--- config.mk ---
export PLATFORM = sky130hd
export DESIGN_NAME = data_banks_flat
export DESIGN_NICKNAME = d
export VERILOG_FILES = /design/src/common/dcache_pkg.sv /design/src/common/bank_if.sv /design/src/mem_array/data_banks.sv /design/src/flat_wrapper.sv
export SDC_FILE = /design/constraint.sdc
export NUM_CORES = 2
export LEC_CHECK = 0
export BUFFER_PORTS_ARGS = -buffer_cell sky130_fd_sc_hd__buf_2
export CORE_UTILIZATION = 53
export DETAILED_ROUTE_END_ITERATION = 16
export PLACE_DENSITY = 0.74
export SLEW_MARGIN = 20
export SYNTH_ARGS = -nofsm -noshare
export SYNTH_HDL_FRONTEND = slang
export SYNTH_SLANG_ARGS = --single-unit
--- constraint.sdc ---
create_clock -name clk_i -period 10.1 [get_ports clk_i]
set_input_delay 1.01 -clock clk_i [delete_from_list [all_inputs] [get_ports clk_i]]
set_output_delay 1.01 -clock clk_i [all_outputs]
set_load 0.02 [all_outputs]
--- src/common/dcache_pkg.sv ---
package dcache_pkg;

  // cache geometry
  localparam int unsigned word_width = 32;
  localparam int unsigned num_ways   = 2;
  localparam int unsigned num_banks  = 4;
  localparam int unsigned num_sets   = 16;
  localparam int unsigned tag_width  = 8;

  // derived widths
  localparam int unsigned byte_sel_width = $clog2(word_width / 8);
  localparam int unsigned bank_sel_width = $clog2(num_banks);
  localparam int unsigned off_width      = bank_sel_width + byte_sel_width;
  localparam int unsigned idx_width      = $clog2(num_sets);
  localparam int unsigned line_width     = word_width * num_banks;

  typedef logic [word_width-1:0]     word_t;
  typedef logic [word_width/8-1:0]   be_t;
  // word k of a line sits at bits k*word_width upward
  typedef logic [line_width-1:0]     line_t;
  typedef logic [line_width/8-1:0]   line_be_t;
  typedef logic [tag_width-1:0]      tag_t;
  typedef logic [idx_width-1:0]      idx_t;
  // upper bits pick the bank, lower bits the byte
  typedef logic [off_width-1:0]      off_t;
  typedef logic [bank_sel_width-1:0] bank_sel_t;
  typedef logic [num_ways-1:0]       way_vec_t;

  // index width for n ports, at least one bit
  function automatic int unsigned sel_bits(int unsigned n);
    return (n > 1) ? $clog2(n) : 1;
  endfunction

endpackage

--- src/common/bank_if.sv ---
`timescale 1ns/1ps

interface bank_if;

  // request and write side, one entry per bank
  logic [dcache_pkg::num_banks-1:0] bank_req;
  logic [dcache_pkg::num_banks-1:0] bank_we;
  dcache_pkg::idx_t [dcache_pkg::num_banks-1:0] bank_idx;
  dcache_pkg::be_t [dcache_pkg::num_banks-1:0][dcache_pkg::num_ways-1:0] bank_be;
  dcache_pkg::word_t [dcache_pkg::num_banks-1:0][dcache_pkg::num_ways-1:0] bank_wdata;

  // read side, every way of a bank comes out together
  dcache_pkg::word_t [dcache_pkg::num_banks-1:0][dcache_pkg::num_ways-1:0] bank_rdata;

  modport ctrl (output bank_req, bank_we, bank_idx, bank_be, bank_wdata);

  modport array (
    input  bank_req, bank_we, bank_idx, bank_be, bank_wdata,
    output bank_rdata
  );

  modport rd (input bank_rdata);

endinterface

--- src/mem_array/data_banks.sv ---
`timescale 1ns/1ps

module data_banks (
  input logic   clk_i,
  bank_if.array bank
);

  localparam int unsigned num_bytes = dcache_pkg::word_width / 8;

  // bank k holds word k of every line, all ways side by side
  for (genvar k = 0; k < dcache_pkg::num_banks; k++) begin : gen_bank
    dcache_pkg::word_t mem_q [dcache_pkg::num_sets][dcache_pkg::num_ways];
    dcache_pkg::word_t [dcache_pkg::num_ways-1:0] rdata_q;

    always_ff @(posedge clk_i) begin
      if (bank.bank_req[k]) begin
        if (bank.bank_we[k]) begin
          for (int w = 0; w < dcache_pkg::num_ways; w++) begin
            for (int b = 0; b < num_bytes; b++) begin
              if (bank.bank_be[k][w][b]) begin
                mem_q[bank.bank_idx[k]][w][8*b +: 8] <= bank.bank_wdata[k][w][8*b +: 8];
              end
            end
          end
        end else begin
          // read port, output held until the next read
          for (int w = 0; w < dcache_pkg::num_ways; w++) begin
            rdata_q[w] <= mem_q[bank.bank_idx[k]][w];
          end
        end
      end
    end

    assign bank.bank_rdata[k] = rdata_q;
  end

endmodule

--- src/flat_wrapper.sv ---
// flat-port wrapper written by rule: the top's interface ports become plain ports
module data_banks_flat 
  (clk_i, bank_bank_req, bank_bank_we, bank_bank_idx, bank_bank_be, bank_bank_wdata, bank_bank_rdata);
  bank_if bank_i ();
  input logic clk_i;
  input wire logic [$bits(bank_i.bank_req)-1:0] bank_bank_req;
  input wire logic [$bits(bank_i.bank_we)-1:0] bank_bank_we;
  input wire logic [$bits(bank_i.bank_idx)-1:0] bank_bank_idx;
  input wire logic [$bits(bank_i.bank_be)-1:0] bank_bank_be;
  input wire logic [$bits(bank_i.bank_wdata)-1:0] bank_bank_wdata;
  output wire logic [$bits(bank_i.bank_rdata)-1:0] bank_bank_rdata;
  assign bank_i.bank_req = bank_bank_req;
  assign bank_i.bank_we = bank_bank_we;
  assign bank_i.bank_idx = bank_bank_idx;
  assign bank_i.bank_be = bank_bank_be;
  assign bank_i.bank_wdata = bank_bank_wdata;
  assign bank_bank_rdata = bank_i.bank_rdata;
  data_banks u_core (.clk_i(clk_i), .bank(bank_i));
endmodule
---- Word level (Yosys, flattened, before mapping) ----
Memory sizes are Yosys's and may differ from the RTL's. A register that Yosys moved wholly into a read port is not among the register bits.
Cells that the tools add are included.
cells by class
  equality and inequality tests ........... 0
  reductions and logical operators ........ 4
  $lt $le $gt $ge ......................... 0
  bitwise logic cells ..................... 4
  shift operators ......................... 0
  add/sub/neg operators ................... 0
  multiply operators ...................... 0
  divide/modulo/power cells ............... 0
  mux-type cells .......................... 128
operators by type and width
  kind               number
  $mux W1            128
  $reduce_and A2 Y1  4
  $not A1 Y1         4
word-level totals
  input bits .............................. 313
  memory bits (writable) .................. 4096
  ROM bits ................................ 0
  word-level logic and storage cells ...... 140
  bits in latches ......................... 0
  memories kept ........................... 4
  output and inout port bits .............. 256
  register bits after elaboration ......... 0
memory list
  name                      depth  bits a word  read ports  clocked after Yosys merged registers in  write ports  line              RTL
  u_core.gen_bank[0].mem_q  16     64           1           1                                        1            data_banks.sv:12  dcache_pkg::word_t mem_q [dcache_pkg::num_sets][dcache_pkg::num_ways];
  u_core.gen_bank[1].mem_q  16     64           1           1                                        1            data_banks.sv:12
  u_core.gen_bank[2].mem_q  16     64           1           1                                        1            data_banks.sv:12
  u_core.gen_bank[3].mem_q  16     64           1           1                                        1            data_banks.sv:12

---- Logic depth before layout (Yosys ltp) ----
  depth in word-level cells ............... 4
  mapped depth ............................ 6
  depth with buffers taken out ............ 3

---- Worst setup path after synthesis ----
Ideal clock, no wire load.
  path kind ............................... in2reg
  start point ............................. input port bank_bank_we[0]
  end point ............................... register u_core.gen_bank[0].rdata_q (netlist bit u_core.bank.bank_rdata[0]) (read register of u_core.gen_bank[0].mem_q), enable pin
  path slack .............................. 5.733 ns
  library setup time ...................... 0.495 ns
  required time ........................... 9.605 ns
  arrival ................................. 3.872 ns
  stages on the path ...................... 1
  buffers on the path ..................... 0
  cell sequence ........................... nor2b_1
on the way
  longest elaborated chain between the ends .. 2
RTL lines
  item                         line               RTL
  start, declared              flat_wrapper.sv:7  input wire logic [$bits(bank_i.bank_we)-1:0] bank_bank_we;
  $not A1 Y1 (no line)         n/a
  $reduce_and A2 Y1 (no line)  n/a
  end, declared                data_banks.sv:13   dcache_pkg::word_t [dcache_pkg::num_ways-1:0] rdata_q;
Every way passes these cells.

---- Worst setup path after layout ----
  start point ............................. input port bank_bank_idx[4]
  end point ............................... memory u_core.gen_bank[1].mem_q[15][57] in the netlist's numbering, enable pin
RTL lines
  item             line               RTL
  start, declared  flat_wrapper.sv:8  input wire logic [$bits(bank_i.bank_idx)-1:0] bank_bank_idx;
  end, declared    data_banks.sv:12
Straight into the memory's write port.

==> results.cfg <==
[power_and_ir_drop]
p_int_mw = 29.7
switchingPower_mw = 7.88
p_comb_share_pct = 4.3
pwr-share-seq_pct = 53.6
ir_worst_vdd_mv = 0.180
clockPowerShare_pct = 42.1
power_leakage_nw = 57.9
power.density_nw_per_um2 = 204
p_sw_share_pct = 21.0

[cts]
cts-root-buf = clkbuf_16
ctsResizeCount = 0
holdBufCountCts = 0
htreeDepth = 5
clk_pin_slew_ns = 0.06
cts_tree = yes
cts_buffers = 417
post_cts_buffers = 0
cts_buffer_depth = 4
clk_latency_ns = 0.95
cts.sinks = 4352

[die]
floorplan.initialDensity_pct = 53.3
num_io_pins = 569
placementRows = 203
fp.dieW_um = 556
die-area_um2 = 310000
core_um2 = 306000
die_y_um = 556

[placed_design]
gp_congestion = 0.804
placed_cells = 11500
place_area_um2 = 170000
hpwlAfterDp_um = 223000
port_buffers = 568

[sta]
fmax_ghz = 0.242
slew_headroom_pct = 21.9
hold_viol_final = 0
whs_ns = 0.405
finalCritPeriodShare_pct = 40.8
finalSetupViolCount = 0
tightest_slew_ns = 1.17
tns_ns = 0
rsz0062_at_grt = no
drv_slew = 0
fin_crit_ns = 4.12
skew_ns = 0.0636

[critical_path]
path_cells = buf_8 -> buf_4 -> nand3_1 -> nor2_1
required_ns = 10.66
worstSetupPathType = in2reg
path_buf_inv = 2
cpPeakStageDelay_ns = 1.00
end_kind = flop
crit_family = simple AND/OR/NAND/NOR gates
critPathArrivalTime_ns = 4.68
path_max_fanout = 75
startpoint_type = input port
cpMaxStageDelayCell = nand3_1

[drt]
wirelength_um = 370000
dr.pass1.iters = 6
ant_nets = 0
drtIter0Drc = 9479
drc = 0
viasPerCell = 6.30
num_vias = 77500
wire_per_inst_um = 30.0

[synthesis]
synth_top_family_by_area = multiplexers
netlist_area_um2 = 163000
synth_adder_area_share_pct = 0
synth.largest_area_cell = edfxtp_1
synthCells = 7181
syn-mean-instance-area_um2 = 22.7
yosysWarnings = 0
ys.flop_type = edfxtp_1
synth_area_leaders = edfxtp_1, mux4_2, a22oi_1
synth-seq-cells = 4352
synthXorXnorAreaFrac_pct = 0
synthArstFlopShare_pct = 0
synth-edff-count = 4352
synth_compound_area_share_pct = 2.36
yosysSeqAreaShare_pct = 80.2
yosysUniqueCellTypes = 14
synthSimpleGateAreaFrac_pct = 2.14
synth_nets = 7494
synthMuxAreaShare_pct = 14.2
synth_top_area_share_pct = 80.2

[run_status]
outcome = complete, no violations

[finish]
layoutNonFillerInstCount = 12300
post-route-util_pct = 60.1
finish.net_count = 8140
final_layout_size_suffix_gt1_share_pct = 27.8
area_growth_pct = 12.8
stdcell_area_um2 = 184000

[global_routing]
grt_use_total_pct = 23.7
grt_pass1_wl_um = 539000
grt_start_max_net_pins = 170
overflow = 0
antenna_found_initial = 57
grt_pass1_vias = 79400

[worst_hold_path]
hold_path_class = in2reg

[flow_run]
drv_cap = 0
-- Yosys cell counts (16+ instances only) --
master	n
buf_2	109
nand2_1	333
mux4_2	1024
nor2_1	521
clkbuf_1	216
edfxtp_1	4352
nand3_1	18
buf_6	16
a22oi_1	512
nor2b_1	22
buf_1	32
buf_4	17
-- area by class of cell --
| class | instances | area, µm² |
|---|---|---|
| Fill cell | 20600 | 122000 |
| Antenna cell | 29 | 72.6 |
| Timing Repair Buffer | 617 | 3360 |
| Clock buffer | 492 | 10800 |
| Multi-Input combinational cell | 2439 | 30500 |
| Tap cell | 4100 | 5130 |
| Clock inverter | 272 | 3220 |
| Sequential cell | 4352 | 131000 |
-- metal layers --
metal | GRT usage, % | share of wire [%] | wire [µm]
met1 | 32.9 | 38 | 141000
met2 | 38.1 | 50 | 183000
met3 | 5.25 | 9.5 | 35200
met4 | 6.93 | 2.7 | 9830
met5 | 0 | 0.052 | 191
-- path summary, 6_finish.rpt --
path	cells past startpoint	end	startpoint	slack, ns
max	4	u_core.gen_bank[1].mem_q[15][57]	bank_bank_idx[4]	5.98
min	2	u_core.bank.bank_rdata[27]	bank_bank_we[0]	0.40
max reg2reg	3	u_core.bank.bank_rdata[103]	u_core.gen_bank[1].mem_q[15][7]	8.33
min reg2reg	3	u_core.bank.bank_rdata[112]	u_core.gen_bank[1].mem_q[6][16]	0.74
-- cell usage in the layout (no fill, tap or decap), types with 73 or more instances in the layout --
| cell | n |
|---|---|
| a22oi_1 | 512 |
| nand2_1 | 333 |
| buf_2 | 560 |
| clkbuf_1 | 73 |
| mux4_2 | 1024 |
| clkbuf_16 | 419 |
| nor2_1 | 516 |
| clkinv_2 | 75 |
| edfxtp_1 | 4352 |
| clkinv_1 | 85 |
-- cells by family after synthesis --
kind of cell	count (synthesis)
mux	1024
compound gates	512
simple gates	903
buf+inv	390
flops	4352
-- through the flow --
step | power (mW) | setup WS (ns)
global route | 38.5 | 5.76
CTS | 37.7 | 5.96
finish | 37.5 | 5.98
detailed placement | 22.1 | 4.95
global placement | 22.1 | 5.05
floorplan | 21.4 | 5.73
-- worst reg2reg max path, delay by kind of cell (launching register included) --
kind	cells	cell delay, ns
compound gates	1	0.28
mux	1	0.55
simple gates	1	0.25
flops	1	0.41
-- sequential cells by signal, indices dropped and copies added (netlist names) --
| register | flops |
|---|---|
| u_core.bank.bank_rdata | 256 |
| u_core.gen_bank.mem_q | 4096 |
-- power groups by stage --
stage                     Clock (mW)  Combinational (mW)  Sequential, mW
after detailed placement           0                1.61            20.5
after CTS                       16.0                1.63            20.1
after floorplan                    0               0.874            20.5
after global placement             0                1.57            20.5
after global routing            16.6                1.72            20.1
final                           15.8                1.62            20.1
(Power assumes the default switching activity.)
