$ cat src/common/dcache_pkg.sv
package dcache_pkg;

  // cache geometry
  localparam int unsigned word_width = 32;
  localparam int unsigned num_ways   = 2;
  localparam int unsigned num_banks  = 4;
  localparam int unsigned num_sets   = 16;
  localparam int unsigned tag_width  = 8;

  // derived widths
  localparam int unsigned byte_sel_width = $clog2(word_width / 8);
  localparam int unsigned bank_sel_width = $clog2(num_banks);
  localparam int unsigned off_width      = bank_sel_width + byte_sel_width;
  localparam int unsigned idx_width      = $clog2(num_sets);
  localparam int unsigned line_width     = word_width * num_banks;

  typedef logic [word_width-1:0]     word_t;
  typedef logic [word_width/8-1:0]   be_t;
  // word k of a line sits at bits k*word_width upward
  typedef logic [line_width-1:0]     line_t;
  typedef logic [line_width/8-1:0]   line_be_t;
  typedef logic [tag_width-1:0]      tag_t;
  typedef logic [idx_width-1:0]      idx_t;
  // upper bits pick the bank, lower bits the byte
  typedef logic [off_width-1:0]      off_t;
  typedef logic [bank_sel_width-1:0] bank_sel_t;
  typedef logic [num_ways-1:0]       way_vec_t;

  // index width for n ports, at least one bit
  function automatic int unsigned sel_bits(int unsigned n);
    return (n > 1) ? $clog2(n) : 1;
  endfunction

endpackage

$ cat src/common/tag_if.sv
`timescale 1ns/1ps

interface tag_if;

  // one request bit per way, shared address
  dcache_pkg::way_vec_t tag_req;
  logic                 tag_we;
  dcache_pkg::idx_t     tag_addr;
  dcache_pkg::tag_t     tag_wtag;
  dcache_pkg::way_vec_t tag_wvld;

  // stored tag and valid bit of every way
  dcache_pkg::tag_t [dcache_pkg::num_ways-1:0] tag_rdata;
  dcache_pkg::way_vec_t                        vld_rdata;

  modport ctrl (output tag_req, tag_we, tag_addr, tag_wtag, tag_wvld);
  modport array (input tag_req, tag_we, tag_addr, tag_wtag, tag_wvld, output tag_rdata, vld_rdata);
  modport rd (input tag_rdata, vld_rdata);

endinterface

$ cat src/mem_array/tag_array.sv
`timescale 1ns/1ps

module tag_array (
  input logic  clk_i,
  input logic  rst_ni,
  tag_if.array tags
);

  for (genvar w = 0; w < dcache_pkg::num_ways; w++) begin : gen_way
    dcache_pkg::tag_t                tag_mem [dcache_pkg::num_sets];
    logic [dcache_pkg::num_sets-1:0] vld_q;
    dcache_pkg::tag_t                tag_rd_q;
    logic                            vld_rd_q;
    logic                            wr_en;
    logic                            rd_en;

    assign wr_en = tags.tag_req[w] & tags.tag_we;
    assign rd_en = tags.tag_req[w] & ~tags.tag_we;

    // tag storage
    always_ff @(posedge clk_i) begin
      if (wr_en) begin
        tag_mem[tags.tag_addr] <= tags.tag_wtag;
      end
      if (rd_en) begin
        tag_rd_q <= tag_mem[tags.tag_addr];
      end
    end

    // valid bits start cleared so untouched sets miss
    always_ff @(posedge clk_i or negedge rst_ni) begin
      if (!rst_ni) begin
        vld_q    <= '0;
        vld_rd_q <= 1'b0;
      end else begin
        if (wr_en) begin
          vld_q[tags.tag_addr] <= tags.tag_wvld[w];
        end
        if (rd_en) begin
          vld_rd_q <= vld_q[tags.tag_addr];
        end
      end
    end

    assign tags.tag_rdata[w] = tag_rd_q;
    assign tags.vld_rdata[w] = vld_rd_q;
  end

endmodule

$ cat src/flat_wrapper.sv
// flat-port wrapper written by rule: the top's interface ports become plain ports
module tag_array_flat 
  (clk_i, rst_ni, tags_tag_req, tags_tag_we, tags_tag_addr, tags_tag_wtag, tags_tag_wvld, tags_tag_rdata, tags_vld_rdata);
  tag_if tags_i ();
  input logic clk_i;
  input logic rst_ni;
  input wire logic [$bits(tags_i.tag_req)-1:0] tags_tag_req;
  input wire logic [$bits(tags_i.tag_we)-1:0] tags_tag_we;
  input wire logic [$bits(tags_i.tag_addr)-1:0] tags_tag_addr;
  input wire logic [$bits(tags_i.tag_wtag)-1:0] tags_tag_wtag;
  input wire logic [$bits(tags_i.tag_wvld)-1:0] tags_tag_wvld;
  output wire logic [$bits(tags_i.tag_rdata)-1:0] tags_tag_rdata;
  output wire logic [$bits(tags_i.vld_rdata)-1:0] tags_vld_rdata;
  assign tags_i.tag_req = tags_tag_req;
  assign tags_i.tag_we = tags_tag_we;
  assign tags_i.tag_addr = tags_tag_addr;
  assign tags_i.tag_wtag = tags_tag_wtag;
  assign tags_i.tag_wvld = tags_tag_wvld;
  assign tags_tag_rdata = tags_i.tag_rdata;
  assign tags_vld_rdata = tags_i.vld_rdata;
  tag_array u_core (.clk_i(clk_i), .rst_ni(rst_ni), .tags(tags_i));
endmodule
$ cat config.mk
export PLATFORM = sky130hd
export DESIGN_NAME = tag_array_flat
export DESIGN_NICKNAME = d
export VERILOG_FILES = /design/src/common/dcache_pkg.sv /design/src/common/tag_if.sv /design/src/mem_array/tag_array.sv /design/src/flat_wrapper.sv
export SDC_FILE = /design/constraint.sdc
export NUM_CORES = 1
export LEC_CHECK = 0
export ABC_AREA = 1
export BUFFER_PORTS_ARGS = -buffer_cell sky130_fd_sc_hd__buf_2
export CORE_MARGIN = 2
export CORE_UTILIZATION = 32
export DETAILED_ROUTE_END_ITERATION = 10
export GPL_ROUTABILITY_DRIVEN = 0
export SYNTH_ARGS = -nofsm -noshare
export SYNTH_HDL_FRONTEND = slang
export SYNTH_SLANG_ARGS = --single-unit
export TNS_END_PERCENT = 5
$ cat constraint.sdc
create_clock -name clk_i -period 2.92 [get_ports clk_i]
set_input_delay 0.292 -clock clk_i [delete_from_list [all_inputs] [get_ports clk_i]]
set_output_delay 0.292 -clock clk_i [all_outputs]
set_load 0.005 [all_outputs]
[Yosys cells after proc, flatten, opt, wreduce, memory -nomap -nowiden]
Memory sizes are Yosys's and may differ from the RTL's. A register that Yosys moved wholly into a read port is not among the register bits.
Cells that the tools add are included.
Word-level totals
  register bits: 34
  bits in latches: 0
  bits in writable memories: 256
  memory bits (read-only): 0
  input port bits: 19
  output and inout port bits: 18
  word-level logic and storage cells: 26
  memories: 2
Cells by class
  add/sub/neg operators: 0
  multiply operators: 0
  divide/modulo/power cells: 0
  $lt $le $gt $ge: 2
  eq/ne operators: 0
  shift operators: 0
  multiplexer cells: 12
  bitwise operators: 5
  reduce and logical (&&, ||, !) cells: 1
Memories
  u_core.gen_way[0].tag_mem: depth 16, width 8, rd ports 1, clocked after Yosys merged registers in 1, write ports 1, RTL line tag_array.sv:10  | dcache_pkg::tag_t tag_mem [dcache_pkg::num_sets];
  u_core.gen_way[1].tag_mem: depth 16, width 8, rd ports 1, clocked after Yosys merged registers in 1, write ports 1, RTL line tag_array.sv:10
Operator list (count)
  bitwise mux 16 bit: 2
  binary-select mux 1 bit (select 4 bit): 2
  2-to-1 mux 1 bit: 7
  < comparator 4 x 5 -> 1 bit, second input constant: 1
  bitwise AND 1 bit: 4
  demux 1 bit (select 4 bit): 1
  greater-or-equal comparator 4 x 1 -> 1 bit, second input constant: 1
  logical AND 1 bit: 1
  NOT 1 bit: 1

[Logic depth before layout (Yosys ltp)]
  depth in word-level cells: 5
  mapped depth: 11
  mapped depth without buffers: 9

[Worst setup path after synthesis]
OpenSTA, ideal clock, no wires.
  path type: in2reg
  start: input port tags_tag_addr[1]
  end: memory u_core.gen_way[0].tag_mem[2][0] (netlist bit) (enable)
  library setup time: 324 ps
  arrival time: 1139 ps
  required time: 2596 ps
  path slack: 1457 ps
  stages: 7
  buffers on the path: 3
  path through: buf_6 > inv_6 > nor2_8 > buf_8 > buf_6 > nand3_1 > inv_1
RTL lines
  from (decl): RTL line flat_wrapper.sv:9  | input wire logic [$bits(tags_i.tag_addr)-1:0] tags_tag_addr;
  to (decl): RTL line tag_array.sv:10
Straight into the memory's write port.

[Worst setup path in the final report]
  start: input port tags_tag_addr[0]
  end: memory u_core.gen_way[0].tag_mem[11][4] (netlist bit) (enable)
Straight into the memory's write port.

==> results.md <==
- Outcome: finished, final reports clean
- Detailed-route DRC error count: 0
- Int Pwr: 7.21 mW
- Clock share of power: 40.0%
- Largest cells by area after synthesis: edfxtp_1 (68%), nand2_1 (12%), dfrtp_1 (7.0%)
- Worst EP arrival: 1.91 ns
- Synth area leader: edfxtp_1
- Least-Margin Pin Slew: 0.883 ns
- Core Region: 37400 sq um
- Distinct cells, synth: 23
- Lkg Pwr: 5.05 nW
- Worst path required time: 3.13 ns
- Setup WS post-layout: 1.22 ns
- Latest clock arrival within the worst-skew pair: 0.55 ns
- Setup slack, reg-to-reg: 1.75 ns
- Layout cells sized above 1: 11.2%
- Initial antenna violation count: 2
- Period minus WS final: 1.70 ns
- Grt ovf: 0
- Fillers: 3582
- Die Ht: 198 microns
- Worst R2R Start: u_core.gen_way[1].vld_q[1]
- Antenna-violating nets left: 0
- Achievable Freq: 0.589 GHz
- Switching power of the nets: 2.07 mW
- Routed wire length: 28300 microns
- Largest net degree at the start of global routing: 37
- Die X-Extent: 198 microns
- Yosys warns: 0
- Tcrit/Tclk final: 58.2%
- Worst reg2reg endpoint: u_core.gen_way[1].vld_rd_q
- Setup Viol. Count Final: 0
- Die footprint: 39300 sq um
- Crit path from: tags_tag_addr[0]
- Rows: 71
- CTS Hold Buffers Added: 1
- Max Slew Vio Count: 0
- Syn avg cell area: 12.6 sq um
- Syn Inst Count: 960
- Finished Layout Cells: 1534
- CP max FO: 21
- Max Cap Viol: 0
- Critical Path Source Type: primary input
- Fin nets: 1017
- Cts repair resizes: 0
- Buffers on Ports: 36
- H-tree depth: 1
- Seq pwr share: 53.8%
- Clock slew at reported path FFs: 0.07 ns
- Reg2reg path depth: 8
- Sw Share: 22.3%
- Worst Clk Skew: 0.0142 ns
- Setup tns final: 0 ns
- Wirelength per Cell: 18.4 microns
- Yosys reg bits: 306
- First-pass GRT wire length: 43800 microns
- Max Buffers Root-to-Sink: 3
- RSZ-0062 raised after global routing: no
- Slew margin rel.: 40.9%
- Most common library cells after synthesis: nand2_1 (383), edfxtp_1 (272), nand4_1 (64)
- Area delta synth->final: 13.0%
- Pre-CTS setup slack: 0.656 ns
- IO Count: 37
- Most numerous cell in the Yosys netlist: nand2_1
- HP Class: primary input to flop
- Vias in the first global route: 7193
- Yosys top cell area share: 67.6%
- Hpwl dp: 17600 microns
- Mapped Area: 12100 sq um
- Setup Buffers After CTS: 0
- DR vias: 7389
- Ys flop type: edfxtp_1
- CTS Root Cell: clkbuf_16
- Power Dens Cells: 679 nW/um^2
- Combinational share of power: 6.2%
- Ys async rst share: 11.1%
- Dpl cells: 1477
- 1st-iter DRT viols: 646
- WS Path Type: primary input to flop
- CTS buffer count: 29
- Sink Count: 306
- DR pass1 iterations: 5
- Total track usage: 14.7%
- Peak supply drop: 0.332 mV
- Setup crit end kind: flop
- Hold Vio Cnt, Final: 0
- Starting Density: 32.3%
- Post-synthesis sequential area ratio: 74.6%
- Critical Path End: u_core.gen_way[0].tag_mem[11][4]
- Mapped Nets: 979
- DR vias/cell: 4.82
- CTS tree: yes
- Post-synth EDFFs: 272
==> logic make-up after synthesis <==
| logic type | count (synthesis) | share of synthesized area [%] |
|---|---|---|
| AND/OR/NAND/NOR | 498 | 17.7 |
| AO/OA/AOI/OAI | 64 | 3.48 |
| flip-flops | 306 | 74.6 |
| buffers and inverters | 92 | 4.20 |
==> layer usage <==
layer	wire, microns	vias up	global-route usage (%)
li1	-	3462	-
met1	12900	3654	21.3
met2	12900	222	22.7
met3	1570	51	1.79
met4	831	0	5.21
met5	0	-	0
==> worst min-delay path by stage <==
stage | start | to | slack (ns) | cells after the start
floorplan | rst_ni | u_core.gen_way[0].vld_q[0] | -0.004 | 0
finish | tags_tag_addr[2] | u_core.gen_way[1].vld_q[8] | 0.28 | 4
global route | tags_tag_addr[2] | u_core.gen_way[1].vld_q[11] | 0.29 | 4
CTS | tags_tag_addr[2] | u_core.gen_way[1].vld_q[8] | 0.27 | 4
global placement | rst_ni | u_core.gen_way[1].vld_rd_q | 0.44 | 1
detailed placement | rst_ni | u_core.gen_way[1].vld_rd_q | 0.45 | 1
==> state kept, by name, summed over array words and instances (netlist names) <==
register,cells
u_core.gen_way.vld_rd_q,2
u_core.gen_way.tag_rd_q,16
u_core.gen_way.vld_q,32
u_core.gen_way.tag_mem,256
==> worst max-delay path, cell delays in order <==
cell and delay (ns):
buf_2 0.38, nand2_2 0.08, inv_2 0.39, buf_4 0.27, nand3_1 0.14, inv_1 0.33
==> cell type report <==
type	count	area, sq um	share of cell area [%]
flip-flops and latches	306	9020	66.1
clock inverters	11	119	0.871
inverters	44	173	1.26
repair buffers	55	325	2.38
diodes	2	5.00	0.0367
clock buffers	43	818	5.99
multi-input cells	562	2550	18.7
well taps	511	639	4.68
==> power groups by stage <==
stage          Clock (mW)  Combinational (mW)  Sequential [mW]
3_3_place_gp            0               0.570             5.08
6_report             3.71               0.576             4.99
2_1_floorplan           0               0.370             5.05
4_1_cts              3.76               0.582             4.98
5_1_grt              3.93               0.650             5.00
3_5_place_dp            0               0.580             5.07
==> stage by stage <==
stage | hold WS [ns] | power (mW) | utilization [%] | area (sq um)
2_1_floorplan | -0.00359 | 5.42 | - | 12100
3_3_place_gp | 0.443 | 5.65 | 34.0 | 12700
3_5_place_dp | 0.450 | 5.66 | 34.0 | 12700
4_1_cts | 0.266 | 9.33 | 36.5 | 13600
5_1_grt | 0.292 | 9.57 | 36.5 | 13700
6_report | 0.277 | 9.27 | 36.5 | 13700
==> cells in the final DEF (no fill, tap or decap), types with 4 or more instances in the layout <==
cell / instances
a22oi_2: 4
inv_2: 4
nor2_1: 8
a22oi_1: 28
clkbuf_8: 4
inv_1: 38
buf_2: 36
buf_4: 18
clkbuf_1: 10
dfrtp_1: 34
o21ai_1: 27
nand3_1: 36
o21ai_0: 5
clkbuf_16: 29
nand2_1: 383
edfxtp_1: 272
nand4_1: 64
Power figures use the tool's default switching activity.
