$ cat src/common/dcache_pkg.sv
package dcache_pkg;

  // cache geometry
  localparam int unsigned word_width = 32;
  localparam int unsigned num_ways   = 2;
  localparam int unsigned num_banks  = 4;
  localparam int unsigned num_sets   = 16;
  localparam int unsigned tag_width  = 8;

  // derived widths
  localparam int unsigned byte_sel_width = $clog2(word_width / 8);
  localparam int unsigned bank_sel_width = $clog2(num_banks);
  localparam int unsigned off_width      = bank_sel_width + byte_sel_width;
  localparam int unsigned idx_width      = $clog2(num_sets);
  localparam int unsigned line_width     = word_width * num_banks;

  typedef logic [word_width-1:0]     word_t;
  typedef logic [word_width/8-1:0]   be_t;
  // word k of a line sits at bits k*word_width upward
  typedef logic [line_width-1:0]     line_t;
  typedef logic [line_width/8-1:0]   line_be_t;
  typedef logic [tag_width-1:0]      tag_t;
  typedef logic [idx_width-1:0]      idx_t;
  // upper bits pick the bank, lower bits the byte
  typedef logic [off_width-1:0]      off_t;
  typedef logic [bank_sel_width-1:0] bank_sel_t;
  typedef logic [num_ways-1:0]       way_vec_t;

  // index width for n ports, at least one bit
  function automatic int unsigned sel_bits(int unsigned n);
    return (n > 1) ? $clog2(n) : 1;
  endfunction

endpackage

$ cat src/common/bank_if.sv
`timescale 1ns/1ps

interface bank_if;

  // request and write side, one entry per bank
  logic [dcache_pkg::num_banks-1:0] bank_req;
  logic [dcache_pkg::num_banks-1:0] bank_we;
  dcache_pkg::idx_t [dcache_pkg::num_banks-1:0] bank_idx;
  dcache_pkg::be_t [dcache_pkg::num_banks-1:0][dcache_pkg::num_ways-1:0] bank_be;
  dcache_pkg::word_t [dcache_pkg::num_banks-1:0][dcache_pkg::num_ways-1:0] bank_wdata;

  // read side, every way of a bank comes out together
  dcache_pkg::word_t [dcache_pkg::num_banks-1:0][dcache_pkg::num_ways-1:0] bank_rdata;

  modport ctrl (output bank_req, bank_we, bank_idx, bank_be, bank_wdata);

  modport array (
    input  bank_req, bank_we, bank_idx, bank_be, bank_wdata,
    output bank_rdata
  );

  modport rd (input bank_rdata);

endinterface

$ cat src/common/tag_if.sv
`timescale 1ns/1ps

interface tag_if;

  // one request bit per way, shared address
  dcache_pkg::way_vec_t tag_req;
  logic                 tag_we;
  dcache_pkg::idx_t     tag_addr;
  dcache_pkg::tag_t     tag_wtag;
  dcache_pkg::way_vec_t tag_wvld;

  // stored tag and valid bit of every way
  dcache_pkg::tag_t [dcache_pkg::num_ways-1:0] tag_rdata;
  dcache_pkg::way_vec_t                        vld_rdata;

  modport ctrl (output tag_req, tag_we, tag_addr, tag_wtag, tag_wvld);
  modport array (input tag_req, tag_we, tag_addr, tag_wtag, tag_wvld, output tag_rdata, vld_rdata);
  modport rd (input tag_rdata, vld_rdata);

endinterface

$ cat src/logic/hit_select.sv
`timescale 1ns/1ps

module hit_select #(
  parameter  int unsigned num_ports      = 3,
  localparam int unsigned port_idx_width = dcache_pkg::sel_bits(num_ports)
) (
  input  logic                             clk_i,
  input  logic                             rst_ni,
  input  dcache_pkg::tag_t [num_ports-1:0] rd_tag_i,
  input  logic [port_idx_width-1:0]        grant_idx_i,
  input  logic                             lookup_valid_i,
  input  dcache_pkg::off_t                 lookup_off_i,
  bank_if.rd                               bank,
  tag_if.rd                                tags,
  output dcache_pkg::way_vec_t             rd_vld_bits_o,
  output dcache_pkg::way_vec_t             rd_hit_oh_o,
  output dcache_pkg::word_t                rd_data_o
);

  logic [port_idx_width-1:0] sel_q;
  dcache_pkg::bank_sel_t     off_q;
  logic                      cmp_en_q;
  dcache_pkg::tag_t          rd_tag;

  // lookup context, aligned with the array read data
  always_ff @(posedge clk_i or negedge rst_ni) begin
    if (!rst_ni) begin
      sel_q    <= '0;
      off_q    <= '0;
      cmp_en_q <= 1'b0;
    end else begin
      sel_q    <= grant_idx_i;
      off_q    <= lookup_off_i[dcache_pkg::off_width-1:dcache_pkg::byte_sel_width];
      cmp_en_q <= lookup_valid_i;
    end
  end

  // the port's tag arrives one cycle after its grant
  assign rd_tag        = rd_tag_i[sel_q];
  assign rd_vld_bits_o = tags.vld_rdata;

  for (genvar w = 0; w < dcache_pkg::num_ways; w++) begin : gen_cmp
    assign rd_hit_oh_o[w] = cmp_en_q & tags.vld_rdata[w] & (tags.tag_rdata[w] == rd_tag);
  end

  // way 0 unless another way hits
  always_comb begin
    rd_data_o = bank.bank_rdata[off_q][0];
    for (int w = 1; w < dcache_pkg::num_ways; w++) begin
      if (rd_hit_oh_o[w]) begin
        rd_data_o = bank.bank_rdata[off_q][w];
      end
    end
  end

  // a set never holds the same tag valid in two ways
  assert property (@(posedge clk_i) disable iff (!rst_ni)
    lookup_valid_i |=> $onehot0(rd_hit_oh_o));

endmodule

$ cat src/flat_wrapper.sv
// flat-port wrapper written by rule: the top's interface ports become plain ports
module hit_select_flat 
#(
  parameter  int unsigned num_ports      = 3,
  localparam int unsigned port_idx_width = dcache_pkg::sel_bits(num_ports)
)
  (clk_i, rst_ni, rd_tag_i, grant_idx_i, lookup_valid_i, lookup_off_i, rd_vld_bits_o, rd_hit_oh_o, rd_data_o, bank_bank_rdata, tags_tag_rdata, tags_vld_rdata);
  bank_if bank_i ();
  tag_if tags_i ();
  input  logic clk_i;
  input  logic rst_ni;
  input  dcache_pkg::tag_t [num_ports-1:0] rd_tag_i;
  input  logic [port_idx_width-1:0] grant_idx_i;
  input  logic lookup_valid_i;
  input  dcache_pkg::off_t lookup_off_i;
  output dcache_pkg::way_vec_t rd_vld_bits_o;
  output dcache_pkg::way_vec_t rd_hit_oh_o;
  output dcache_pkg::word_t rd_data_o;
  input wire logic [$bits(bank_i.bank_rdata)-1:0] bank_bank_rdata;
  input wire logic [$bits(tags_i.tag_rdata)-1:0] tags_tag_rdata;
  input wire logic [$bits(tags_i.vld_rdata)-1:0] tags_vld_rdata;
  assign bank_i.bank_rdata = bank_bank_rdata;
  assign tags_i.tag_rdata = tags_tag_rdata;
  assign tags_i.vld_rdata = tags_vld_rdata;
  hit_select #(.num_ports(num_ports)) u_core (.clk_i(clk_i), .rst_ni(rst_ni), .rd_tag_i(rd_tag_i), .grant_idx_i(grant_idx_i), .lookup_valid_i(lookup_valid_i), .lookup_off_i(lookup_off_i), .bank(bank_i), .tags(tags_i), .rd_vld_bits_o(rd_vld_bits_o), .rd_hit_oh_o(rd_hit_oh_o), .rd_data_o(rd_data_o));
endmodule
$ cat config.mk
export PLATFORM = sky130hd
export DESIGN_NAME = hit_select_flat
export DESIGN_NICKNAME = d
export VERILOG_FILES = /design/src/common/dcache_pkg.sv /design/src/common/bank_if.sv /design/src/common/tag_if.sv /design/src/logic/hit_select.sv /design/src/flat_wrapper.sv
export SDC_FILE = /design/constraint.sdc
export NUM_CORES = 1
export LEC_CHECK = 0
export ABC_AREA = 0
export BUFFER_PORTS_ARGS = -buffer_cell sky130_fd_sc_hd__buf_4
export CELL_PAD_IN_SITES_DETAIL_PLACEMENT = 0
export CELL_PAD_IN_SITES_GLOBAL_PLACEMENT = 1
export CORE_AREA = 5 5 129 131
export DETAILED_ROUTE_END_ITERATION = 8
export DIE_AREA = 0 0 134 136
export GPL_TIMING_DRIVEN = 0
export PLACE_DENSITY_LB_ADDON = 0.1
export SYNTH_ARGS = -nofsm -noshare
export SYNTH_HDL_FRONTEND = slang
export SYNTH_SLANG_ARGS = --single-unit
$ cat constraint.sdc
create_clock -name clk_i -period 2.9 [get_ports clk_i]
set_input_delay 0.58 -clock clk_i [delete_from_list [all_inputs] [get_ports clk_i]]
set_output_delay 0.58 -clock clk_i [all_outputs]
set_load 0.05 [all_outputs]
### Yosys cells after proc, flatten, opt, wreduce, memory -nomap -nowiden

Index checks and enable logic that the tools add are counted.

| storage, ports and cells | value |
|---|---|
| flip-flop bits (word level) | 5 |
| bits in latches | 0 |
| RAM bits | 0 |
| memory bits (read-only) | 0 |
| output and inout port bits | 36 |
| logic and storage cells | 16 |
| memories kept | 0 |

| operators by class | value |
|---|---|
| $add $sub $neg | 0 |
| multipliers | 0 |
| divide/modulo/power cells | 0 |
| $lt $le $gt $ge | 2 |
| equality and inequality tests | 2 |
| shift-type cells | 0 |
| multiplexer cells | 5 |
| bitwise operators | 4 |
| reductions and logical operators | 0 |

Operators by type and width:

| operator | count |
|---|---|
| 64-bit binary-select mux with 2-bit select | 1 |
| 64-bit 2-to-1 mux | 1 |
| 32-bit 2-to-1 mux | 1 |
| 8-bit binary-select mux with 2-bit select | 1 |
| 8-bit equality test | 2 |
| 8-bit 2-to-1 mux | 1 |
| 2-bit by 3-bit < comparator with 1-bit output, second input constant | 2 |
| 1-bit AND | 4 |

### Longest topological paths before layout

Gate-level depths: netlist of run 1.

| logic depth | value |
|---|---|
| word-level depth | 5 |
| mapped depth | 8 |
| depth with buffers taken out | 5 |

### Worst setup path before layout of run 1

OpenSTA, ideal clock, no wires.

| timing | value |
|---|---|
| path kind | reg-to-output |
| start point | reg u_core.sel_q[1] |
| end point | out rd_hit_oh_o[1] |
| arrival | 3.920 ns |
| data required time | 2.320 ns |
| path slack | -1.600 ns |
| stages on the path, launching flop included | 8 |
| buffers on the path | 2 |
| cells stage by stage | dfrtp_1 > buf_6 > buf_8 > mux2i_1 > o31ai_1 > o21ai_0 > or4_1 > a2111oi_0 |

| on the way | value |
|---|---|
| cells in the longest elaborated chain, start to end | 4 |

Ends and longest elaborated chain:

| item | RTL line | source |
|---|---|---|
| from (decl) | hit_select.sv:20 | `logic [port_idx_width-1:0] sel_q;` |
| from (signal assigned) | hit_select.sv:32 | `sel_q <= grant_idx_i;` |
| 8-bit binary-select mux with 2-bit select | hit_select.sv:39 | `assign rd_tag = rd_tag_i[sel_q];` |
| 8-bit 2-to-1 mux (not written as such) | hit_select.sv:39 |  |
| 8-bit equality test | hit_select.sv:43 | `assign rd_hit_oh_o[w] = cmp_en_q & tags.vld_rdata[w] & (tags.tag_rdata[w] == rd_tag);` |
| 1-bit AND | hit_select.sv:43 |  |
| to (decl) | flat_wrapper.sv:17 | `output dcache_pkg::way_vec_t rd_hit_oh_o;` |

No other way between the ends. The select of a mux whose other input is x is not followed.

### Worst setup path in the final report of run 1

| timing | value |
|---|---|
| start point | reg u_core.sel_q[1] |
| end point | out rd_data_o[17] |

| on the way | value |
|---|---|
| cells in the longest elaborated chain, start to end | 5 |

Ends and longest elaborated chain:

| item | RTL line | source |
|---|---|---|
| 8-bit binary-select mux with 2-bit select | hit_select.sv:39 |  |
| 8-bit 2-to-1 mux (not written as such) | hit_select.sv:39 |  |
| 8-bit equality test | hit_select.sv:43 |  |
| 1-bit AND | hit_select.sv:43 |  |
| 32-bit 2-to-1 mux | hit_select.sv:50 | `if (rd_hit_oh_o[w]) begin` |
| to (decl) | flat_wrapper.sv:18 | `output dcache_pkg::word_t rd_data_o;` |

No other way between the ends. The select of a mux whose other input is x is not followed.

==> summary.txt, run 1 <==
CTS
  • H-tree Lvls: 1
  • Post-CTS Hold Buffers: 0
  • TritonCTS buffer count: 3
  • Clock sink count: 5
  • TritonCTS clock tree: built
  • CTS max path bufs: 2
  • Clock transition at path regs: 0.03 ns
  • Root Buffer: clkbuf_16

Layout
  • Fill count: 1575
  • Final net count: 890
  • Core Util, Final: 0.405
  • Area delta synth->final: 122%
  • Antenna cells: 0
  • Layout cells sized above 1: 0.832

Drt
  • Routed len/inst: 23.8 um
  • Remaining antenna violation count after routing: 0
  • Via density: 4.69
  • DRC errors left: 0
  • Pre-antenna DRT Iters: 4
  • DR iter-0 viols: 72
  • Total number of vias: 3629
  • Total Wirelength: 18400 um

Logic synthesis
  • Top cells by area, synth: mux4_2 51%, mux2_2 12%, dfrtp_1 4.4%
  • Post-Syn Area: 2820 um2
  • Sequential element share of the synthesized area: 0.0444
  • Post-synth top area cell: mux4_2
  • Synth Instances: 227
  • Post-synth EDFFs: 0
  • Primary FF master, synth: dfrtp_1
  • Post-synthesis register bit count: 5
  • Post-Syn Nets: 534
  • Library cells used by synthesis: 46
  • Fraction of registers with async set/reset: 1.00
  • Synthesis Warnings: 0
  • Top cell type's share of synthesized area: 0.512
  • Synth Area per Inst: 12.4 um2

Floorplanning
  • Initial core utilization: 0.182
  • Cell Rows: 46
  • I/O pin total: 343
  • Chip width: 134 um
  • Die footprint: 18200 um2
  • Die Y: 136 um
  • Core box area: 15500 um2

Worst setup path
  • Critical Path Sink: rd_data_o[17]
  • Critical Path Start: u_core.sel_q[1]$_DFF_PN0_
  • WS Path Type: reg2out
  • Worst EP required: 2.32 ns
  • Crit-path max FO: 8
  • Startpoint types: register
  • Critical Path AT: 2.74 ns
  • CP endpoint kind: output pin

Worst hold path
  • HP Class: in2async

Timing
  • Slew Viols, Final: 0
  • Final hold viol count: 0
  • Final setup viols: 33
  • Fmax: 0.301 GHz
  • Fin crit period: 3.32 ns
  • RSZ-0062 raised after global routing: yes
  • Post-Route Setup TNS: -12.38 ns
  • Final worst-path cycle share: 1.14
  • Worst setup margin: -0.417 ns
  • Worst-margin pin slew: 0.915 ns
  • Relative slew margins: 0.390

Global routing
  • Antenna violations before repair: 0
  • Vias in the first global route: 3958
  • GRT Residual Overflow: 0
  • First-pass GRT wire length: 24600 um
  • Largest net degree at the start of global routing: 11
  • GRT Total Usage: 0.181

Power and ir drop
  • Leak: 2.81 nW
  • Peak VDD IR: 0.162 mV
  • PwrDens: 221 nW/um2

Run status
  • Status: finished, violations left
  • Failing checks: setup timing

Placement
  • I/O Buffers: 340
  • DP Wirelength: 16200 um
  • Post-Place Worst Slack: -0.602 ns
  • GP Congestion: 0.902

Job
  • Max-cap viol count: 0
-- layer usage --
layer  wire, um  vias to the layer above  track usage
li1           -                     1686            -
met1       6210                     1760        0.191
met2      10500                      171        0.355
met3       1440                       12       0.0544
met4        303                        0       0.0326
met5          0                        -            0
-- logic make-up after synthesis --
family / after synthesis / share of synthesized area
AOI/OAI and AO/OA: 25 / 0.0653
xor gates and xnor gates: 11 / 0.0342
buffers and inverters: 29 / 0.0577
DFF: 5 / 0.0444
muxes: 109 / 0.686
and+or+nand+nor: 48 / 0.112
-- worst min path at each step --
stage	depth (start not counted)	startpoint	to
global route	1	rst_ni	u_core.cmp_en_q$_DFF_PN0_
global placement	1	rst_ni	u_core.cmp_en_q$_DFF_PN0_
detailed placement	1	rst_ni	u_core.cmp_en_q$_DFF_PN0_
finish	1	rst_ni	u_core.cmp_en_q$_DFF_PN0_
floorplan	0	rst_ni	u_core.cmp_en_q$_DFF_PN0_
CTS	1	rst_ni	u_core.cmp_en_q$_DFF_PN0_
-- sequential cells by signal, summed over array words and instances, names as in the netlist --
register / cells
u_core.sel_q: 2
u_core.off_q: 2
u_core.cmp_en_q: 1
-- cell type report --
class	count	area [um2]	share of cell area
buffer	26	195	0.0312
inverter	3	12.5	0.00200
tap	192	240	0.0384
clock buffer	4	78.8	0.0126
timing repair buffer	351	2890	0.462
sequential	5	125	0.0200
multi-input combinational	193	2720	0.434
-- layout by cell type, fill, tap and decap left out, types with 3 or more instances in the layout --
| master | n |
|---|---|
| nand2b_1 | 8 |
| buf_4 | 319 |
| xnor2_1 | 9 |
| mux2i_4 | 4 |
| mux2i_1 | 4 |
| mux4_2 | 64 |
| nand3b_1 | 5 |
| buf_12 | 4 |
| buf_8 | 16 |
| mux2_2 | 15 |
| mux2_4 | 18 |
| dfrtp_1 | 5 |
| nand2_1 | 4 |
| nor2b_1 | 4 |
| nand3_1 | 3 |
| clkbuf_16 | 7 |
| nor2_1 | 4 |
| mux2i_2 | 4 |
| clkbuf_1 | 13 |
| nand4b_1 | 4 |
| o21ai_0 | 8 |
| o211ai_1 | 4 |
| buf_6 | 19 |
-- Yosys cell counts, drive strengths merged (2+ instances only) --
cell	instances
nand4	2
inv	2
clkbuf	14
o21ai	8
mux2	33
buf	12
nor2	4
nand3b	5
nand2	4
nor2b	4
nor4bb	2
o211ai	4
or2	2
xor2	2
mux2i	12
nand3	3
nand2b	9
nor3b	2
xnor2	9
nor3	2
dfrtp	5
mux4	64
o221ai	2
nand4b	4
-- power by group --
part	switching [mW]	internal, mW	total (mW)
Combinational	0.455	0.633	1.09
Clock	0.0421	0.182	0.224
Sequential	0.00153	0.0738	0.0753
Total	0.499	0.889	1.39
-- critical path, cell delays in order (launching register included) --
cell and delay [ns]:
dfrtp_1 0.36, buf_6 0.15, buf_4 0.14, mux2i_2 0.29, nor3_1 0.10, a2111o_1 0.40, nor4_4 0.16, buf_6 0.23
clkbuf_16 0.19, mux2_4 0.33, buf_6 0.16
-- stage by stage --
stage	instance area [um2]	std cells	hold slack (ns)	power, mW
floorplan	2850	227	0.284	0.590
global placement	5640	759	0.388	1.05
detailed placement	5640	759	0.391	1.06
CTS	5840	767	0.155	1.32
global route	6260	774	0.154	1.46
finish	6260	774	0.154	1.39
-- what timing repair did --
item | in CTS | in global routing
setup buffers | 4 | 3
hold endpoints to repair | 0 | 0
resized for setup | 28 | 75
endpoints found under the setup margin | 33 | 33
cloned | 0 | 4
pin swaps | 2 | 6
Power figures use the tool's default switching activity.
==> run 2: changes to the inputs <==
- PLACE_DENSITY: default -> 0.79
- PLACE_DENSITY_LB_ADDON: 0.1 -> default
==> run 2 against run 1 <==
  * The run still ends with setup timing left
  * Global-route usage is essentially flat
  * Combinational power is essentially flat
  * Core utilization shrank 0.74 points
  * Cell count shrank 0.13%
  * Clock power is essentially flat
  * Critical endpoint is now rd_data_o[9]
==> summary.txt, run 2 (same netlist as run 1, synthesis figures left out) <==
Run status
  • Status: finished, violations left
  • Failing checks: setup timing

Timing
  • Final hold viol count: 0 (unchanged)
  • Final setup viols: 33 (unchanged)
  • RSZ-0062 raised after global routing: yes
  • Slew Viols, Final: 0 (unchanged)
  • Fin crit period: 3.39 ns (+0.0752 ns)
  • Worst setup margin: -0.492 ns (-0.0752 ns)
  • Worst hold slack: 0.149 ns (-0.00565 ns)
  • Final worst-path cycle share: 1.17 (+0.0259)
  • Fmax: 0.295 GHz (-2.2%)
  • Worst-margin pin slew: 0.889 ns (-0.0252 ns)
  • Relative slew margins: 0.407 (+0.0168)

Floorplanning
  • Initial core utilization: 0.182 (unchanged)
  • Chip width: 134 um (unchanged)
  • Cell Rows: 46 (unchanged)
  • Die Y: 136 um (unchanged)
  • I/O pin total: 343 (unchanged)
  • Core box area: 15500 um2 (unchanged)
  • Die footprint: 18200 um2 (unchanged)

Placement
  • I/O Buffers: 340 (unchanged)
  • DP Wirelength: 15900 um (-1.8%)
  • GP Congestion: 0.996 (+10%)

CTS
  • Root Buffer: clkbuf_16
  • H-tree Lvls: 1 (unchanged)
  • TritonCTS clock tree: built
  • Post-CTS Hold Buffers: 0 (unchanged)
  • TritonCTS buffer count: 3 (unchanged)
  • Clock transition at path regs: 0.03 ns (about the same)
  • Clock sink count: 5 (unchanged)
  • CTS max path bufs: 2 (unchanged)

Worst setup path
  • WS Path Type: reg2out
  • Worst EP required: 2.32 ns (about the same)
  • CP endpoint kind: output pin
  • Startpoint types: register
  • CP most frequent cell: buf_6
  • CP max-delay cell: a2111o_1
  • Critical Path AT: 2.81 ns (+0.07 ns)
  • Max incr delay on CP: 0.47 ns (+0.07 ns)
  • Crit-path max FO: 10 (+2)
  • Crit path cell chain: buf_6 > buf_4 > mux2i_2 > o31a_1 > a2111o_1 > nor4_4 > buf_6 > buf_12 > mux2_2 > buf_6

Power and ir drop
  • Leak: 2.78 nW (-1.3%)
  • Peak VDD IR: 0.148 mV (-8.6%)
  • PwrDens: 225 nW/um2 (+1.7%)
  • Overall Power: 1.39 mW (-0.13%)

Global routing
  • Antenna violations before repair: 2 (+2)
  • GRT Residual Overflow: 0 (unchanged)
  • GRT Total Usage: 0.181 (about the same)
  • Largest net degree at the start of global routing: 11 (unchanged)
  • First-pass GRT wire length: 25500 um (+3.4%)
  • Vias in the first global route: 4276 (+8.0%)

Drt
  • Remaining antenna violation count after routing: 0 (unchanged)
  • Total number of vias: 3791 (+4.5%)
  • Routed len/inst: 23.2 um (-2.6%)
  • Via density: 4.90 (+4.6%)
  • Pre-antenna DRT Iters: 4 (unchanged)
  • DRC errors left: 0 (unchanged)
  • DR iter-0 viols: 137 (+90%)
  • Total Wirelength: 17900 um (-2.7%)

Layout
  • Largest regs: u_core.off_q: 2 flops, u_core.sel_q: 2 flops, u_core.cmp_en_q: 1 flops
  • Final net count: 889 (-0.11%)
  • Most common cell after layout, fill and taps aside: buf_4
  • Area delta synth->final: 118%
  • Antenna cells: 0 (unchanged)
  • Layout cells sized above 1: 0.823 (-0.00890)
  • Most frequent cells in the layout: 315 x buf_4, 64 x mux4_2, 25 x buf_6

Job
  • Max-cap viol count: 0 (unchanged)

Worst hold path
  • HP Class: in2async
[run 2: changes by cell type in the layout (fill, tap and decap cells not counted), sizes merged]
cell    previous run  this run
clkbuf            20        19
[run 2: layout make-up]
cell class,count,area (um2)
fill,1529,9330
timing repair buffer,350,2840
multi-input combinational,193,2660
tap,192,240
buffer,26,188
sequential,5,125
clock buffer,4,78.8
inverter,3,12.5
[run 2: critical path, delay by kind of cell, from the launching register on]
kind,cells,cell delay [ns]
buf+inv,5,0.81
compound gates,2,0.73
mux,2,0.51
flops,1,0.37
simple gates,1,0.17
[run 2: metrics by stage]
step	TNS (ns)	utilization	cell area [um2]	worst slack (ns)	instances
2_1_floorplan	0	-	2850	0.0249	227
3_3_place_gp	-17.21	0.364	5640	-0.575	759
3_5_place_dp	-16.88	0.364	5640	-0.561	759
4_1_cts	-15.38	0.376	5820	-0.505	769
5_1_grt	-18.00	0.397	6150	-0.588	773
6_report	-14.76	0.397	6150	-0.492	773
[run 2: final timing paths]
check | from | end | slack, ns | depth (start not counted)
min in group clk_i | lookup_valid_i | u_core.cmp_en_q$_DFF_PN0_ | 0.46 | 1
min | rst_ni | u_core.cmp_en_q$_DFF_PN0_ | 0.15 | 1
max | u_core.sel_q[1]$_DFF_PN0_ | rd_data_o[9] | -0.49 | 10
max in group asynchronous | rst_ni | u_core.off_q[1]$_DFF_PN0_ | 2.65 | 1
[run 2: power by group]
group          switching, mW  leakage, nW  internal [mW]  total, mW
Combinational          0.467         2.68          0.620       1.09
Clock                 0.0407       0.0382          0.182      0.222
Sequential           0.00200       0.0583         0.0738     0.0758
Total                  0.510         2.78          0.876       1.39
[run 2: routing by layer]
layer	track usage	up-vias	share of wire	wire length, um
li1	-	1683	-	-
met5	0	-	0.0015	27
met1	0.219	1831	0.36	6420
met4	0.0423	4	0.030	541
met3	0.0500	38	0.094	1670
met2	0.319	235	0.52	9240
[run 2: timing repair]
| action | CTS | global route |
|---|---|---|
| setup endpoints to repair | 33 | 34 |
| buffers inserted | 6 | 2 |
| resized for setup | 15 | 73 |
| endpoints found under the hold margin | 0 | 0 |
| pin swaps | 2 | 8 |
| gates cloned | 0 | 2 |
